$ cat src/verilog/tx_cfg_pkg.sv
package tx_cfg_pkg;

   // Settings bus map for the TX DSP core
   localparam logic [7:0] DSP_CORE_TX_BASE = 8'd128;
   localparam logic [7:0] TX_CLEAR_ADDR    = DSP_CORE_TX_BASE + 8'd3;  // Write flushes datapath
   localparam logic [7:0] TX_INTERP_ADDR   = DSP_CORE_TX_BASE + 8'd4;  // Interpolation rate

   localparam int TIME_W = 32;   // Master time and send time
   localparam int DATA_W = 32;   // One sample with I and Q packed

   typedef struct packed {
      logic        stb;
      logic [7:0]  addr;
      logic [31:0] data;
   } set_bus_t;

endpackage

$ cat src/verilog/setting_reg.sv
module setting_reg
   #(parameter logic [7:0] my_addr = 8'd0)
   (input  logic                 clk,
    input  logic                 rst,
    input  tx_cfg_pkg::set_bus_t set_i,
    output logic [31:0]          out_o,
    output logic                 changed_o);

   logic hit;

   assign hit = set_i.stb & (set_i.addr == my_addr);

   always_ff @(posedge clk)
   begin
      if (rst)
      begin
         out_o     <= '0;
         changed_o <= 1'b0;
      end
      else
      begin
         changed_o <= hit;   // One cycle per write
         if (hit)
            out_o <= set_i.data;
      end
   end

endmodule

$ cat config.mk
export PLATFORM = sky130hd
export DESIGN_NAME = setting_reg
export DESIGN_NICKNAME = d
export VERILOG_FILES = /design/src/verilog/tx_cfg_pkg.sv /design/src/verilog/setting_reg.sv
export SDC_FILE = /design/constraint.sdc
export NUM_CORES = 1
export LEC_CHECK = 0
export ABC_AREA = 1
export BUFFER_PORTS_ARGS = -buffer_cell sky130_fd_sc_hd__buf_2
export CORE_ASPECT_RATIO = 0.5
export CORE_UTILIZATION = 48
export DETAILED_ROUTE_END_ITERATION = 7
export PLACE_DENSITY = 0.95
export SLEW_MARGIN = 30
export SYNTH_ARGS = -nofsm -noshare
export SYNTH_HDL_FRONTEND = slang
export SYNTH_SLANG_ARGS = --single-unit
export TNS_END_PERCENT = 20
$ cat constraint.sdc
create_clock -name clk -period 1.5 [get_ports clk]
set_input_delay 0.075 -clock clk [delete_from_list [all_inputs] [get_ports clk]]
set_output_delay 0.075 -clock clk [all_outputs]
set_load 0.02 [all_outputs]
==> metrics.yaml <==
fp.dieArea_um2: 3340
num_rows: 13
grt_usage_pct: 22.5
die_height_um: 41.4
fin_total_pwr_uw: 1700
synth_fa_ha_area_share_pct: 0
synthMuxAreaShare_pct: 0
clk_latency_ns: 0.28
tightest_slew_ns: 0.366
grt_pass1_wl_um: 5290
ant_nets: 0
synth_xor_area_share_pct: 0
cts_buffer_depth: 2
die_w_um: 80.7
setup_violations: 0
synth_cell_types: 13
grt_pass1_vias: 1265
io_buffers: 75
ios: 76
clock-sinks: 33
cts-root-buf: "clkbuf_8"
initial_utilization_pct: 53.8
clk_pin_slew_ns: 0.06
hold_viol_final: 0
worst_ep_arrival_time_ns: 1.43
core_um2: 2770
slew_viol_final: 0
drt_iter0_markers: 102
rr_startpoint: "out_o[23]"
gp_congestion: 0.687
synth.avg_cell_area_um2: 6.79
syn_inst: 219
worstPathRequired_ns: 1.72
yosys_warnings: 0
slew_headroom_pct: 75.6
numCtsBuffers: 5
critPathCaptureType: "register"
dr.pass1.iters: 4
drive_gt1_share_pct: 31.4
antenna_found_initial: 0
synth-simple-area-share_pct: 40.4
htree_levels: 2
synth_top_area_cell: "dfxtp_1"
synth_fp_nets: 262
layout.nets: 339
layout.cells.non_filler: 333
dp_hpwl_um: 2650
synth_top_family_by_area: "simple AND/OR/NAND/NOR gates"
cp_max_fo: 12
finalHoldWorstSlack_ns: 0.103
fin_tns_setup_ns: 0
drc: 0
grt_remaining_overflow: 0
power_density_nw_per_um2: 863
fin_crit_ns: 1.21
ys_ff_latch: 33
ir_drop_uv: 484
worstSetupStartpointType: "primary input"
cts_tree: "done"
synth-seq-area-share_pct: 44.4
hold_class: "in2reg"
vias: 1548
areaGrowthSynthToFinish_pct: 32.6
drt-total-wl_um: 3670
wl_per_cell_um: 11.0
synth-compound-area-share_pct: 0
synth_top_area_share_pct: 44.4
path_class: "in2reg"
n_antenna_cell: 0
via_per_inst: 4.65
post_cts_buffers: 0
skew_ns: 0
startpoint: "rst"
hold_path.startpoint: "set_i[15]"
drv_cap: 0
status: "complete, no violations"
fmax_mhz: 828
placed_cells: 325
grt_max_degree: 33
rsz0062_at_grt: "false"
finalCritPeriodShare_pct: 80.5
syn-cell-area_um2: 1490
fin_util_pct: 71.3
yosys-top-cells-area: "dfxtp_1, nor2_1, nand3_1"
p_leak_uw: 0.00110
## registers in the layout, summed over array words and instances (netlist names)
name / flops
out_o: 32
changed_o: 1
## layer usage
layer / GRT usage, % / routed length [um] / up-vias
li1: - / - / 801
met1: 22.7 / 1480 / 691
met2: 42.6 / 1880 / 42
met3: 6.74 / 173 / 14
met4: 17.9 / 134 / 0
met5: 0 / 0 / -
## path summary, 6_finish.rpt
path | depth (start not counted) | slack, ns | end
min reg2reg | 2 | 0.48 | out_o[11]
max | 6 | 0.29 | out_o[12]
min | 5 | 0.10 | out_o[15]
max reg2reg | 2 | 0.90 | out_o[23]
## layout make-up
class / instances / area (um^2)
clock buffer: 7 / 86.3
multi-input combinational: 139 / 603
inverter: 35 / 131
tap: 37 / 46.3
sequential: 33 / 661
fill: 255 / 795
timing repair buffer: 82 / 443
## power by group
group	total (uW)	switching [uW]	leakage (uW)	internal, uW
Clock	670	306	0.0000443	364
Sequential	879	0.918	0.000266	878
Combinational	153	83.4	0.000790	69.4
## cells by family (layout without fill, tap and decap cells)
| family | Yosys count | after routing |
|---|---|---|
| DFF | 33 | 33 |
| buffers and inverters | 47 | 124 |
| and+or+nand+nor | 139 | 139 |
## cells in the mapped netlist
| cell | instances |
|---|---|
| nor3_1 | 1 |
| buf_2 | 3 |
| nor2_2 | 1 |
| nand3_1 | 32 |
| nand3_2 | 1 |
| nand3_4 | 1 |
| buf_6 | 6 |
| dfxtp_1 | 33 |
| inv_1 | 35 |
| nor2_1 | 68 |
| nor2_4 | 2 |
| buf_1 | 3 |
| nand2_1 | 33 |
## through the flow
stage	area, um^2	setup WS, ns
6_report	1970	0.292
5_1_grt	1970	0.170
4_1_cts	1970	0.271
3_5_place_dp	1870	0.310
3_3_place_gp	1870	0.359
2_1_floorplan	1490	0.678
## repair_timing
item                                   CTS  global route
gates resized for setup                  0             0
hold buffers                             1             0
endpoints found under the hold margin    1             0
## placed cells by master (no fill, tap or decap), types with 2 or more instances in the layout
master	Yosys	routed
nor2_2	1	2
nor2_1	68	67
inv_1	35	35
buf_2	3	75
buf_4	0	5
nand3_1	32	32
nor2_4	2	2
clkbuf_8	0	6
dfxtp_1	33	33
nand2_1	33	33
## critical path, cell delays in order
cell	delay [ns]
dlygate4sd3_1	0.53
buf_2	0.13
inv_1	0.28
buf_4	0.25
nand2_1	0.08
nor2_1	0.09
(Power assumes the default switching activity.)
