### config.mk
export PLATFORM = sky130hd
export DESIGN_NAME = tx_strobe_gen
export DESIGN_NICKNAME = d
export VERILOG_FILES = /design/src/verilog/tx_strobe_gen.sv
export SDC_FILE = /design/constraint.sdc
export NUM_CORES = 1
export LEC_CHECK = 0
export BUFFER_PORTS_ARGS = -buffer_cell sky130_fd_sc_hd__buf_4
export CAP_MARGIN = 10
export CORE_AREA = 2 2 39 41
export DETAILED_ROUTE_END_ITERATION = 7
export DIE_AREA = 0 0 41 43
export PLACE_DENSITY = 0.59
export SYNTH_ARGS = -nofsm -noshare
export SYNTH_HDL_FRONTEND = slang
export SYNTH_SLANG_ARGS = --single-unit
### constraint.sdc
create_clock -name clk -period 1.4 [get_ports clk]
set_clock_uncertainty 0.05 [all_clocks]
set_input_delay 0.07 -clock clk [delete_from_list [all_inputs] [get_ports clk]]
set_output_delay 0.07 -clock clk [all_outputs]
set_load 0.02 [all_outputs]
### src/verilog/tx_strobe_gen.sv
module tx_strobe_gen
   (input  logic       clk,
    input  logic       rst,
    input  logic       run_i,
    input  logic [7:0] rate_i,
    output logic       strobe_o);

   logic [7:0] count;
   logic       wrap;

   assign wrap = (count == rate_i);

   always_ff @(posedge clk)
   begin
      if (rst)
      begin
         count    <= '0;
         strobe_o <= 1'b0;
      end
      else if (!run_i)
      begin
         count    <= '0;   // Idle between bursts
         strobe_o <= 1'b0;
      end
      else
      begin
         count    <= wrap ? 8'd0 : count + 8'd1;
         strobe_o <= wrap;   // First pulse lands rate+1 after run
      end
   end

endmodule

==> flow_summary.ini, run 1 <==
[run_status]
outcome = completed

[synth]
ys.flop_type = dfxtp_1
synth_warnings = 0
synthTopCellsByArea = dfxtp_1 (35%), xor2_1 (14%), nor4_4 (8.4%), a211oi_1 (7.4%), xor2_2 (6.4%)
ys_seq_elements = 9
yosys-top-cells-count = dfxtp_1 (9), xor2_1 (8), a211oi_1 (5)
synth.cell_area_sq_um = 508
synth_edf_count = 0
synth_top_area_share_pct = 35.5
post-synth-top-count-cell = dfxtp_1
async_flop_share_pct = 0
syn_nets = 60
yosysTopAreaCell = dfxtp_1
ys_seq_area_share_pct = 35.5
yosysUniqueCellTypes = 18
synth.avg_cell_area_sq_um = 10.6
synthCells = 48

[cells_and_area]
area_growth_pct = 34.7
final_nets = 79
diodes = 0
final_util_pct = 49.5
drive_above_1_share_pct = 45.5
stdcell_count = 82
nFillCells = 136

[timing]
maxSlewViolCount = 0
finalCritPeriodShare_pct = 94.6
fin_ws_ns = 0.0760
relSlewSlack_pct = 78.1
worstMarginPinSlew_ns = 0.328
setup_viol_count_final = 0
fin_setup_tns_ns = 0
max_freq_ghz = 0.755
fin_crit_ns = 1.32
hold_viol_final = 0

[detailed_routing]
ant_nets = 0
wl_per_cell_um = 13.2
remaining_drc_errors = 0
vias = 416
routed_wl_mm = 1.08
via_per_inst = 5.07
drtIter0Drc = 2
dr.pass1.iters = 2

[die]
die_y_um = 43
rows = 14
core_sq_mm = 0.00138
fp.dieArea_sq_mm = 0.00176
die_w_um = 41
start_util_pct = 36.7
io_pins = 12

[worst_setup_path]
start_kind = flip-flop
arrival_ns = 1.45
cp.required_ns = 1.52
critical_path_class = flip-flop to flip-flop
worst-path-max-fanout = 5
end_kind = flip-flop

[global_routing]
grt_util_all_layers_pct = 15.5
antenna_found_initial = 0
first_global_vias = 416
grt_max_degree = 10
grt_pass1_wl_mm = 1.75
overflow = 0

[placement]
dp.cells = 78
dp_worst_setup_slack_ns = -0.000850
gp_congestion = 0.776
io_buffers = 11
place_hpwl_um = 795

[power_and_ir_drop]
p_leak_nw = 0.264
ir_worst_vdd_mv = 0.560
power_w = 0.000524
p_per_area_mw_per_mm2 = 766

[clock_tree]
root_buffer = clkbuf_4
cts_hold_buffers = 0
post_cts_buffers = 0
clk_latency_ns = 0.26
cts_max_level = 1
clk_path_buf_depth = 2
clock-sinks = 9
cts_tree = yes
numCtsBuffers = 3
clkTransAtPathRegs_ns = 0.06

[run]
drv_cap = 0

[hold_path]
hold_class = primary input to flip-flop
-- routing by layer --
layer | part of all wire, % | wire length [um] | vias to the layer above | global-route usage [%]
met5 | 0 | 0 | - | 0
met1 | 44 | 480 | 192 | 19.5
met2 | 48 | 519 | 9 | 21.6
li1 | - | - | 213 | -
met4 | 1.7 | 18 | 0 | 10.0
met3 | 5.6 | 60 | 2 | 5.24
-- sequential cells by signal, summed over array words and instances (netlist names) --
signal and cells:
count 8, strobe_o 1
-- cell families after synthesis --
group	after synthesis	share of synthesized area [%]
compound gates	11	15.5
simple gates	13	20.9
xor+xnor	11	21.9
flops	9	35.5
buf+inv	3	3.69
fa+ha+maj	1	2.46
-- report_power, final --
part	total [W]	switching [W]	internal, W	leakage, nW
logic	0.0000657	0.0000310	0.0000347	0.173
registers	0.000261	0.00000432	0.000257	0.0757
clock network	0.000198	0.0000880	0.000110	0.0150
total	0.000524	0.000123	0.000401	0.264
-- worst max-delay path: stages, from the launching register on --
cell      delay [ns]
dfxtp_4         0.37
ha_1            0.16
nand2_1         0.07
or3_1           0.33
a221oi_2        0.25
-- stage by stage --
stage	hold WS (ns)	area, sq um
after CTS	0.0463	661
after global placement	0.303	633
after global routing	0.0418	684
after floorplan	0.205	508
after detailed placement	0.314	633
final	0.0466	684
-- what timing repair did --
item                                    CTS  global route
resized for setup                         1             8
endpoints found under the setup margin    1             9
pin swaps                                 0             0
-- final timing paths --
path | start | to | slack (ns) | cells past startpoint
hold reg to reg | count[0]$_SDFF_PP0_ | count[0]$_SDFF_PP0_ | 0.41 | 1
setup reg to reg | count[0]$_SDFF_PP0_ | count[6]$_SDFF_PP0_ | 0.08 | 4
setup / recovery | count[0]$_SDFF_PP0_ | count[6]$_SDFF_PP0_ | 0.08 | 4
hold / removal | run_i | strobe_o$_SDFF_PP0_ | 0.05 | 2
-- layout by cell type (no fill, tap or decap), drive strengths merged, types with 2 or more instances in the layout --
master	n
o21ai	3
xor2	10
a221oi	3
or3	3
buf	16
dfxtp	9
nand2	2
nand3	3
clkbuf	4
nor4	2
a211oi	5
-- layout make-up --
type / count / area (sq um) / area share (%)
Timing Repair Buffer: 16 / 120 / 17.6
Multi-Input combinational cell: 36 / 323 / 47.2
Inverter: 1 / 3.75 / 0.548
Tap cell: 16 / 20.0 / 2.93
Sequential cell: 9 / 191 / 28.0
Clock buffer: 4 / 26.3 / 3.84
Power figures use the tool's default switching activity.
==> run 2: changes to the inputs <==
==> config.mk (replaced) <==
export PLATFORM = sky130hd
export DESIGN_NAME = tx_strobe_gen
export DESIGN_NICKNAME = d
export VERILOG_FILES = /design/src/verilog/tx_strobe_gen.sv
export SDC_FILE = /design/constraint.sdc
export NUM_CORES = 1
export LEC_CHECK = 0
export CAP_MARGIN = 10
export CORE_AREA = 2 2 39 41
export DETAILED_ROUTE_END_ITERATION = 7
export DIE_AREA = 0 0 41 43
export DONT_BUFFER_PORTS = 1
export PLACE_DENSITY = 0.51
export SYNTH_ARGS = -nofsm -noshare
export SYNTH_HDL_FRONTEND = slang
export SYNTH_SLANG_ARGS = --single-unit
==> flow_summary.ini, run 2 (synthesis gave the netlist of run 1 again) <==
[run_status]
outcome = completed

[worst_setup_path]
reg2reg_from = count[3]$_SDFF_PP0_
regToRegSetupSlack_ns = 0.09
arrival_ns = 1.47
cp.required_ns = 1.56
start_kind = flip-flop
end_kind = flip-flop
reg2reg_to = strobe_o$_SDFF_PP0_
worst-path-max-fanout = 9
critical_path_class = flip-flop to flip-flop
r2r_cells = 4

[die]
core_sq_mm = 0.00138
die_w_um = 41
start_util_pct = 36.7
io_pins = 12
die_y_um = 43
fp.dieArea_sq_mm = 0.00176
rows = 14

[detailed_routing]
via_per_inst = 5.32
routed_wl_um = 943
ant_nets = 0
vias = 383
remaining_drc_errors = 0
dr.pass1.iters = 2
drtIter0Drc = 6
wl_per_cell_um = 13.1

[hold_path]
hold_class = primary input to flip-flop
whs_endpoint = count[6]$_SDFF_PP0_
holdCritStartpoint = run_i
worstHoldPathCells = 2

[global_routing]
grt_use_met1_pct = 18.2
first_global_vias = 384
grt_util_all_layers_pct = 14.5
overflow = 0
grt_use_met2_pct = 18.1
grt_use_met3_pct = 4.71
grt_max_degree = 10
antenna_found_initial = 0
grt_busiest_layer = met1
grt_pass1_wl_mm = 1.61

[power_and_ir_drop]
p_per_area_mw_per_mm2 = 842
p_leak_nw = 0.212
ir_worst_vdd_mv = 0.520

[clock_tree]
clock-sinks = 9
post_cts_buffers = 0
root_buffer = clkbuf_4
cts_max_level = 1
numCtsBuffers = 3
clk_latency_ns = 0.26
clkTransAtPathRegs_ns = 0.06
cts_tree = yes
clk_path_buf_depth = 2

[cells_and_area]
largest_reg_flops = 8
drive_above_1_share_pct = 30.4
final_nets = 69
final_cell_mix = xor2_1 (8), a211oi_1 (5), dfxtp_2 (5)
layout_commonest_cell = xor2_1
top_register = count
diodes = 0
register_area_sq_um = 186
top_regs = count x8, strobe_o x1
nFillCells = 142
multi_input_area_sq_um = 315
area_growth_pct = 18.5

[run]
drv_cap = 0

[timing]
relSlewSlack_pct = 78.6
hold_viol_final = 0
max_freq_ghz = 0.764
worstMarginPinSlew_ns = 0.320
grt_setup_unrepaired = no
setup_viol_count_final = 0
maxSlewViolCount = 0
hold_slack_ns = 0.0945
fin_setup_tns_ns = 0
finalCritPeriodShare_pct = 93.5
fin_crit_ns = 1.31

[placement]
place_hpwl_um = 707
gp_congestion = 0.782
io_buffers = 0
[run 2: timing repair]
item / 4_1_cts / 5_1_grt
endpoints found under the hold margin: 1 / 0
gates resized for setup: 0 / 6
endpoints found under the setup margin: 0 / 6
hold buffers: 2 / 0
[run 2: report_power, final]
part | switching [W] | internal (W)
combinational | 0.0000228 | 0.0000196
clock | 0.0000910 | 0.000110
sequential | 0.00000400 | 0.000260
[run 2: layer usage]
layer / wire (um) / share of wire [%]
met5: 0 / 0
met4: 44 / 4.7
met3: 46 / 4.9
met2: 427 / 45
met1: 425 / 45
[run 2: worst max-delay path: stages (launching register included)]
cell and delay, ns:
dfxtp_2 0.36, xor2_2 0.19, nor4_4 0.26, buf_4 0.20
and4b_1 0.19
[run 2: layout make-up]
cell class | instances | area share [%]
sequential | 9 | 31.0
timing repair buffer | 6 | 8.32
multi-input combinational | 36 | 52.4
tap | 16 | 3.33
clock buffer | 4 | 4.37
inverter | 1 | 0.624
[run 2: metrics by stage]
stage | setup WS [ns] | power, W | area [sq um] | util [%] | instances
floorplan | 0.0779 | 0.000300 | 508 | - | 48
global placement | 0.0397 | 0.000306 | 543 | 39.2 | 66
detailed placement | 0.0274 | 0.000307 | 543 | 39.2 | 66
CTS | 0.000842 | 0.000518 | 589 | 42.6 | 72
global route | 0.00569 | 0.000540 | 602 | 43.5 | 72
finish | 0.0912 | 0.000507 | 602 | 43.5 | 72
[run 2: how the worst max path moves through the flow]
stage	startpoint	endpoint	slack (ns)	depth (start not counted)
floorplan	count[2]$_SDFF_PP0_	strobe_o$_SDFF_PP0_	0.08	4
global placement	count[0]$_SDFF_PP0_	count[6]$_SDFF_PP0_	0.04	4
detailed placement	count[3]$_SDFF_PP0_	count[7]$_SDFF_PP0_	0.03	3
CTS	count[0]$_SDFF_PP0_	count[6]$_SDFF_PP0_	0.0008	4
global route	count[5]$_SDFF_PP0_	count[5]$_SDFF_PP0_	0.006	4
finish	count[3]$_SDFF_PP0_	strobe_o$_SDFF_PP0_	0.09	4
